### config.mk
export PLATFORM = sky130hd
export DESIGN_NAME = memCtrlTop
export DESIGN_NICKNAME = d
export VERILOG_FILES = /design/src/common/memCtrlPkg.sv /design/src/common/byteStreamIf.sv /design/src/common/memAccessIf.sv /design/src/design/memArbiter.sv /design/src/design/memCtrlTop.sv /design/src/memSeq/byteSequencer.sv /design/src/memSeq/wordAssembler.sv
export SDC_FILE = /design/constraint.sdc
export NUM_CORES = 1
export LEC_CHECK = 0
export BUFFER_PORTS_ARGS = -buffer_cell sky130_fd_sc_hd__buf_2
export CAP_MARGIN = 5
export CORE_MARGIN = 3
export CORE_UTILIZATION = 52
export DETAILED_ROUTE_END_ITERATION = 8
export PLACE_DENSITY = 0.81
export SLEW_MARGIN = 20
export SYNTH_ARGS = -nofsm -noshare
export SYNTH_HDL_FRONTEND = slang
export SYNTH_SLANG_ARGS = --single-unit
### constraint.sdc
create_clock -name clk -period 3.55 [get_ports clk]
set_clock_uncertainty 0.2 [all_clocks]
set_input_delay 0 -clock clk [delete_from_list [all_inputs] [get_ports clk]]
set_output_delay 0 -clock clk [all_outputs]
set_load 0.005 [all_outputs]
### src/common/memCtrlPkg.sv
`default_nettype none

package memCtrlPkg;

    localparam int ADDR_W = 32;
    localparam int DATA_W = 32;
    localparam int BYTE_W = 8;
    localparam int BYTES_PER_WORD = 4;
    localparam int LEN_W = 3;

    typedef logic [ADDR_W-1:0] addr_t;
    typedef logic [DATA_W-1:0] word_t;
    typedef logic [BYTE_W-1:0] byte_t;
    typedef logic [LEN_W-1:0] len_t;

    // every fetch is one full instruction
    localparam len_t INST_LEN = len_t'(4);

    typedef enum logic [1:0] {
        opFetch,
        opLoad,
        opStore
    } memOp_e;

    typedef enum logic {
        arbIdle,
        arbBusy
    } arbState_e;

    // data cache load/store select
    typedef enum logic {
        lsLoad,
        lsStore
    } lsSel_e;

endpackage

`default_nettype wire

### src/common/byteStreamIf.sv
`default_nettype none

interface byteStreamIf;
    logic valid;
    // byte position within the word
    memCtrlPkg::len_t idx;
    memCtrlPkg::byte_t data;
    logic last;

    modport source (
        output valid,
        output idx,
        output data,
        output last
    );

    modport sink (
        input valid,
        input idx,
        input data,
        input last
    );
endinterface

`default_nettype wire

### src/common/memAccessIf.sv
`default_nettype none

interface memAccessIf;
    logic req;
    memCtrlPkg::memOp_e op;
    memCtrlPkg::addr_t addr;
    memCtrlPkg::len_t len;
    memCtrlPkg::word_t wdata;
    // one cycle, ends the access
    logic done;

    modport arbiter (
        output req,
        output op,
        output addr,
        output len,
        output wdata,
        input  done
    );

    modport sequencer (
        input  req,
        input  op,
        input  addr,
        input  len,
        input  wdata,
        output done
    );
endinterface

`default_nettype wire

### src/design/memArbiter.sv
`default_nettype none

module memArbiter (
    input  logic               clk,
    input  logic               rst,

    input  logic               i_instEn,
    input  memCtrlPkg::addr_t  i_instAddr,

    input  logic               i_dcEn,
    input  memCtrlPkg::lsSel_e i_dcLs,
    input  memCtrlPkg::len_t   i_dcLen,
    input  memCtrlPkg::word_t  i_dcData,
    input  memCtrlPkg::addr_t  i_dcAddr,

    input  memCtrlPkg::word_t  i_readWord,

    output logic               o_instDone,
    output memCtrlPkg::word_t  o_inst,
    output logic               o_dcDone,
    output memCtrlPkg::word_t  o_dcData,

    memAccessIf.arbiter        acc
);
    memCtrlPkg::arbState_e state;
    memCtrlPkg::memOp_e opQ;
    memCtrlPkg::addr_t addrQ;
    memCtrlPkg::len_t lenQ;
    memCtrlPkg::word_t wdataQ;
    logic anyReq;
    logic isFetch;

    assign anyReq = i_dcEn || i_instEn;
    assign isFetch = opQ == memCtrlPkg::opFetch;

    always_ff @(posedge clk) begin
        if (rst) begin
            state <= memCtrlPkg::arbIdle;
            opQ <= memCtrlPkg::opFetch;
        end else if (state == memCtrlPkg::arbIdle) begin
            if (i_dcEn) begin
                state <= memCtrlPkg::arbBusy;
                opQ <= (i_dcLs == memCtrlPkg::lsStore) ? memCtrlPkg::opStore
                                                        : memCtrlPkg::opLoad;
            end else if (i_instEn) begin
                state <= memCtrlPkg::arbBusy;
                opQ <= memCtrlPkg::opFetch;
            end
        end else if (acc.done) begin
            state <= memCtrlPkg::arbIdle;
        end
    end

    // access fields, latched on grant
    always_ff @(posedge clk) begin
        if (state == memCtrlPkg::arbIdle && anyReq) begin
            if (i_dcEn) begin
                addrQ <= i_dcAddr;
                lenQ <= i_dcLen;
                wdataQ <= i_dcData;
            end else begin
                addrQ <= i_instAddr;
                lenQ <= memCtrlPkg::INST_LEN;
            end
        end
    end

    assign acc.req = state == memCtrlPkg::arbBusy;
    assign acc.op = opQ;
    assign acc.addr = addrQ;
    assign acc.len = lenQ;
    assign acc.wdata = wdataQ;

    // result back to whoever was granted
    assign o_instDone = acc.done && isFetch;
    assign o_dcDone = acc.done && !isFetch;
    assign o_inst = isFetch ? i_readWord : '0;
    assign o_dcData = (opQ == memCtrlPkg::opLoad) ? i_readWord : '0;
endmodule

`default_nettype wire

### src/design/memCtrlTop.sv
`default_nettype none

module memCtrlTop (
    input  logic               clk,
    input  logic               rst,
    input  logic               i_rdy,
    input  logic               i_ioBufferFull,

    input  memCtrlPkg::byte_t  i_memData,
    output logic               o_memWrite,
    output memCtrlPkg::addr_t  o_memAddr,
    output memCtrlPkg::byte_t  o_memData,

    input  logic               i_instEn,
    input  memCtrlPkg::addr_t  i_instAddr,
    output logic               o_instDone,
    output memCtrlPkg::word_t  o_inst,

    input  logic               i_dcEn,
    input  memCtrlPkg::lsSel_e i_dcLs,
    input  memCtrlPkg::len_t   i_dcLen,
    input  memCtrlPkg::word_t  i_dcData,
    input  memCtrlPkg::addr_t  i_dcAddr,
    output logic               o_dcDone,
    output memCtrlPkg::word_t  o_dcData
);
    memCtrlPkg::word_t readWord;

    memAccessIf acc ();
    byteStreamIf bytes ();

    memArbiter u_arbiter (
        .clk        (clk),
        .rst        (rst),
        .i_instEn   (i_instEn),
        .i_instAddr (i_instAddr),
        .i_dcEn     (i_dcEn),
        .i_dcLs     (i_dcLs),
        .i_dcLen    (i_dcLen),
        .i_dcData   (i_dcData),
        .i_dcAddr   (i_dcAddr),
        .i_readWord (readWord),
        .o_instDone (o_instDone),
        .o_inst     (o_inst),
        .o_dcDone   (o_dcDone),
        .o_dcData   (o_dcData),
        .acc        (acc.arbiter)
    );

    byteSequencer u_sequencer (
        .clk            (clk),
        .rst            (rst),
        .i_rdy          (i_rdy),
        .i_ioBufferFull (i_ioBufferFull),
        .acc            (acc.sequencer),
        .i_memData      (i_memData),
        .o_memWrite     (o_memWrite),
        .o_memAddr      (o_memAddr),
        .o_memData      (o_memData),
        .bytes          (bytes.source)
    );

    wordAssembler u_assembler (
        .clk    (clk),
        .rst    (rst),
        .bytes  (bytes.sink),
        .o_word (readWord)
    );
endmodule

`default_nettype wire

### src/memSeq/byteSequencer.sv
`default_nettype none

module byteSequencer (
    input  logic              clk,
    input  logic              rst,
    input  logic              i_rdy,
    input  logic              i_ioBufferFull,

    memAccessIf.sequencer     acc,

    input  memCtrlPkg::byte_t i_memData,
    output logic              o_memWrite,
    output memCtrlPkg::addr_t o_memAddr,
    output memCtrlPkg::byte_t o_memData,

    byteStreamIf.source       bytes
);
    logic paused;
    logic isStore;
    logic beat;
    logic lastBeat;
    logic moreToIssue;
    memCtrlPkg::len_t issueCnt;
    memCtrlPkg::len_t recvCnt;
    // o_memAddr holds a read address this cycle
    logic rdAddrQ;
    // byte for last cycle's read arrives now
    logic inFlightQ;
    logic writeQ;

    assign paused = !i_rdy || i_ioBufferFull;
    assign isStore = acc.op == memCtrlPkg::opStore;

    // one byte moved, either received or written
    assign beat = !paused && (inFlightQ || writeQ);
    assign lastBeat = recvCnt == (acc.len - memCtrlPkg::len_t'(1));
    assign moreToIssue = issueCnt < acc.len;

    assign acc.done = beat && lastBeat;
    assign o_memWrite = writeQ && !paused;

    assign bytes.valid = inFlightQ && !paused;
    assign bytes.idx = recvCnt;
    assign bytes.data = i_memData;
    assign bytes.last = lastBeat;

    always_ff @(posedge clk) begin
        if (rst) begin
            issueCnt <= '0;
            recvCnt <= '0;
            rdAddrQ <= 1'b0;
            inFlightQ <= 1'b0;
            writeQ <= 1'b0;
            o_memAddr <= '0;
            o_memData <= '0;
        end else if (!acc.req || acc.done) begin
            issueCnt <= '0;
            recvCnt <= '0;
            rdAddrQ <= 1'b0;
            inFlightQ <= 1'b0;
            writeQ <= 1'b0;
        end else if (paused) begin
            // drop anything in the pipe, reissue from the first missing byte
            issueCnt <= recvCnt;
            rdAddrQ <= 1'b0;
            inFlightQ <= 1'b0;
            writeQ <= 1'b0;
        end else begin
            inFlightQ <= rdAddrQ;
            if (beat) begin
                recvCnt <= recvCnt + memCtrlPkg::len_t'(1);
            end
            if (moreToIssue) begin
                o_memAddr <= acc.addr + memCtrlPkg::addr_t'(issueCnt);
                issueCnt <= issueCnt + memCtrlPkg::len_t'(1);
                rdAddrQ <= !isStore;
                writeQ <= isStore;
                if (isStore) begin
                    o_memData <= memCtrlPkg::byte_t'(acc.wdata >> (memCtrlPkg::BYTE_W * issueCnt));
                end
            end else begin
                rdAddrQ <= 1'b0;
                writeQ <= 1'b0;
            end
        end
    end
endmodule

`default_nettype wire

### src/memSeq/wordAssembler.sv
`default_nettype none

module wordAssembler (
    input  logic              clk,
    input  logic              rst,
    byteStreamIf.sink         bytes,
    output memCtrlPkg::word_t o_word
);
    memCtrlPkg::byte_t held [memCtrlPkg::BYTES_PER_WORD];
    logic firstByte;

    assign firstByte = bytes.valid && (bytes.idx == '0);

    // last byte goes straight out, only earlier ones are kept
    always_ff @(posedge clk) begin
        if (rst) begin
            for (int i = 0; i < memCtrlPkg::BYTES_PER_WORD; i++) begin
                held[i] <= '0;
            end
        end else if (bytes.valid && !bytes.last) begin
            for (int i = 0; i < memCtrlPkg::BYTES_PER_WORD; i++) begin
                if (bytes.idx == memCtrlPkg::len_t'(i)) begin
                    held[i] <= bytes.data;
                end else if (firstByte) begin
                    held[i] <= '0;
                end
            end
        end
    end

    // merge stored bytes with the one arriving now
    always_comb begin
        for (int i = 0; i < memCtrlPkg::BYTES_PER_WORD; i++) begin
            if (bytes.valid && bytes.idx == memCtrlPkg::len_t'(i)) begin
                o_word[i*memCtrlPkg::BYTE_W +: memCtrlPkg::BYTE_W] = bytes.data;
            end else if (firstByte) begin
                // zero-extend short loads
                o_word[i*memCtrlPkg::BYTE_W +: memCtrlPkg::BYTE_W] = '0;
            end else begin
                o_word[i*memCtrlPkg::BYTE_W +: memCtrlPkg::BYTE_W] = held[i];
            end
        end
    end
endmodule

`default_nettype wire

==> flow_metrics.py <==
metrics = {
    "outcome": {
        "outcome": "finished, final reports clean",
    },
    "die": {
        "io_pins": 221,
        "die_h_um": 124,
        "dieArea_mm2": 0.0155,
        "initial_core_util": 0.540,
        "core_mm2": 0.0135,
        "die_w_um": 124,
        "num_rows": 42,
    },
    "clock_tree": {
        "cts.sinks": 151,
        "h-tree-depth": 4,
        "cts_tree": "built",
        "clockBufferDepth": 2,
        "clockRootBuffer": "clkbuf_16",
        "cts_inserted_buffers": 17,
        "cts_setup_buffers": 0,
        "clk_pin_slew_ns": 0.06,
        "cts_resized": 0,
        "clk_latency_ns": 0.43,
    },
    "grt": {
        "grt_pass1_wl_um": 33900,
        "grt_pass1_vias": 6381,
        "track_usage": 0.276,
        "grt-ovfl-total": 0,
        "antenna_found_initial": 0,
        "grt_max_degree": 62,
    },
    "yosys": {
        "yosysSeqAreaShare": 0.550,
        "synthArstFlopShare": 0,
        "synth-edff-count": 99,
        "yosys_register_bits": 151,
        "synth_flop_cell": "edfxtp_1",
        "syn-num-nets": 770,
        "syn_inst": 643,
        "ys.warnings.count": 0,
        "avgSynthCellArea_um2": 11.4,
        "synth_cell_types": 50,
        "syn_area_mm2": 0.00730,
    },
    "route": {
        "vias_per_cell": 5.48,
        "drc_errors": 0,
        "wl_per_cell_um": 18.5,
        "drt_pass1_iterations": 5,
        "drt_iter0_drc": 602,
        "routed_wirelength_um": 21400,
        "antenna_left": 0,
        "vias": 6343,
    },
    "final_layout": {
        "areaGrowthSynthToFinish_pct": 41.2,
        "drive_gt1_frac": 0.318,
        "num-nets-final": 1095,
        "n_fill_cell": 832,
        "fin_util": 0.763,
        "n_antenna_cell": 0,
    },
    "power": {
        "power_density_mw_per_mm2": 448,
        "p_leak_nw": 4.38,
        "power.total_mw": 4.62,
        "ir_drop_v": 0.000352,
    },
    "worst_setup_path": {
        "crit_path_frequent_cell": "a21oi_1",
        "critPathTopFamily": "compound AO/OA/AOI/OAI gates",
        "crit_chain": "ha_1 -> a21oi_1 -> o21ai_1 -> a211o_1 -> or4b_1 -> a21oi_1",
        "cp.buffers_inverters": 0,
        "slowest_delay_ns": 0.59,
        "start_kind": "flop",
        "cp.arrival_ns": 3.06,
        "crit_type": "flop to flop",
        "cp.required_ns": 3.69,
        "crit_fanout": 21,
        "critPathSlowestCell": "dfxtp_1",
        "end_kind": "flop",
    },
    "sta": {
        "max_slew_margin": 0.304,
        "grt_setup_unrepaired": "no",
        "fin_crit_ns": 2.92,
        "worst_slack_ns": 0.630,
        "worstMarginPinSlew_ns": 1.03,
        "tns_ns": 0,
        "slew_viol_final": 0,
        "finalCritPeriodShare": 0.823,
        "hold_viol_final": 0,
        "max_freq_ghz": 0.342,
        "hold_ws_ns": 0.0285,
        "setup_violations": 0,
    },
    "job": {
        "max_cap_violations": 0,
    },
    "hold_path": {
        "holdCritPathClass": "input port to flop",
    },
    "placement": {
        "place_worst_setup_slack_ns": 0.840,
        "globalplace.congestion": 0.859,
        "port_buffers": 220,
        "hpwlAfterDp_um": 11900,
    },
}
==> state kept, by name (all words and copies together) (netlist names) <==
| signal | cells |
|---|---|
| u_sequencer.rdAddrQ | 1 |
| u_arbiter.acc.req | 1 |
| u_arbiter.acc.wdata | 32 |
| u_assembler.held | 32 |
| u_sequencer.writeQ | 1 |
| u_sequencer.o_memAddr | 32 |
| u_sequencer.o_memData | 8 |
| u_sequencer.issueCnt | 3 |
| u_arbiter.acc.addr | 32 |
| u_sequencer.inFlightQ | 1 |
| u_arbiter.acc.len | 3 |
| u_arbiter.acc.op | 2 |
| u_sequencer.bytes.idx | 3 |
==> cell usage after synthesis (2+ instances only) <==
library cell | n | share of area
nor2_1 | 109 | 0.056
edfxtp_1 | 99 | 0.41
dfxtp_1 | 52 | 0.14
and2_1 | 38 | 0.033
mux2_2 | 32 | 0.049
a211oi_1 | 29 | 0.030
clkbuf_1 | 27 | 0.014
xnor2_1 | 23 | 0.028
a21oi_1 | 22 | 0.015
nand2_1 | 19 | 0.0098
a22oi_1 | 16 | 0.016
and3_1 | 16 | 0.014
inv_1 | 16 | 0.0082
nor3_1 | 13 | 0.0089
o21ai_0 | 13 | 0.0089
ha_1 | 12 | 0.021
xor2_1 | 11 | 0.013
mux2i_1 | 9 | 0.012
nand3_1 | 9 | 0.0062
mux4_2 | 8 | 0.025
or4b_1 | 8 | 0.011
nand4_1 | 6 | 0.0051
buf_2 | 5 | 0.0034
o21bai_1 | 5 | 0.0051
a211oi_2 | 4 | 0.0069
nor2b_1 | 4 | 0.0034
nor3b_1 | 4 | 0.0041
buf_1 | 3 | 0.0015
nand2b_1 | 3 | 0.0026
nor4_2 | 3 | 0.0051
o21ai_1 | 3 | 0.0021
buf_6 | 2 | 0.0031
o211ai_1 | 2 | 0.0021
or2_2 | 2 | 0.0017
==> cells by family (layout without fill, tap and decap cells) <==
family,after synthesis,in the layout,share of synthesized area
buffers and inverters,53,391,0.0302
xor gates and xnor gates,35,35,0.0441
adders and majority gates,13,13,0.0233
AOI/OAI and AO/OA,99,99,0.0922
DFF,151,151,0.550
muxes,49,49,0.0864
and+or+nand+nor,243,243,0.174
==> what timing repair did <==
action | in CTS | in global routing
hold buffers | 114 | 0
endpoints found under the hold margin | 110 | 0
setup endpoints to repair | 0 | 0
==> per-layer routing <==
metal / vias to the layer above / wire length [um] / global-route usage
met2: 338 / 10800 / 0.476
met5: - / 0 / 0
met1: 2961 / 8550 / 0.331
met4: 0 / 617 / 0.119
li1: 2990 / - / -
met3: 54 / 1500 / 0.0635
==> worst register-to-register path, delay by kind of cell (launching register included) <==
kind | cells | cell delay [ns]
simple gates | 1 | 0.59
compound gates | 4 | 1.13
fa+ha+maj | 1 | 0.34
flops | 1 | 0.59
==> layout by cell type (no fill, tap or decap), types with 4 or more instances in the layout <==
cell type      count
xor2_1            11
nand4_1            6
dlygate4sd3_1    114
mux2i_1            9
mux2_2            32
and2_1            38
xnor2_1           23
edfxtp_1          99
and3_1            16
nor3_1            13
clkbuf_16         17
inv_1             16
o21bai_1           5
mux4_2             8
buf_2            220
a21oi_1           22
dfxtp_1           52
nor2_1           109
buf_4              9
a22oi_1           16
or4b_1             8
nor3b_1            4
clkinvlp_4         4
ha_1              12
nand2_1           19
a211oi_1          29
bufinv_16          4
nand3_1            9
o21ai_0           13
==> final cells by class <==
type / count / area (um2) / share of cell area
Multi-Input combinational cell: 439 / 3080 / 0.299
Inverter: 16 / 60.1 / 0.00583
Timing Repair Buffer: 343 / 2310 / 0.224
Clock inverter: 14 / 198 / 0.0192
Tap cell: 176 / 220 / 0.0214
Sequential cell: 151 / 4010 / 0.389
Clock buffer: 18 / 429 / 0.0416
==> metrics by stage <==
| step | cells | area, um2 |
|---|---|---|
| 4_1_cts | 1157 | 10300 |
| 5_1_grt | 1157 | 10300 |
| 3_3_place_gp | 1011 | 8540 |
| 3_5_place_dp | 1011 | 8540 |
| 2_1_floorplan | 643 | 7300 |
| 6_report | 1157 | 10300 |
==> power breakdown <==
part	internal, mW	switching, mW	total (mW)
combinational	0.308	0.296	0.603
clock	1.18	0.743	1.92
sequential	2.01	0.0787	2.09
total	3.50	1.12	4.62
==> final timing paths <==
| kind | cells after the start | slack (ns) | endpoint | from |
|---|---|---|---|---|
| worst max-delay path | 6 | 0.63 | u_sequencer.o_memData[1] | u_sequencer.issueCnt[2] |
| worst min-delay path | 3 | 0.03 | u_arbiter.acc.len[2] | i_dcEn |
| worst min register to register | 2 | 0.21 | u_sequencer.inFlightQ | u_sequencer.rdAddrQ |
| worst max register to register | 6 | 0.63 | u_sequencer.o_memData[1] | u_sequencer.issueCnt[2] |
Power figures use the tool's default switching activity.
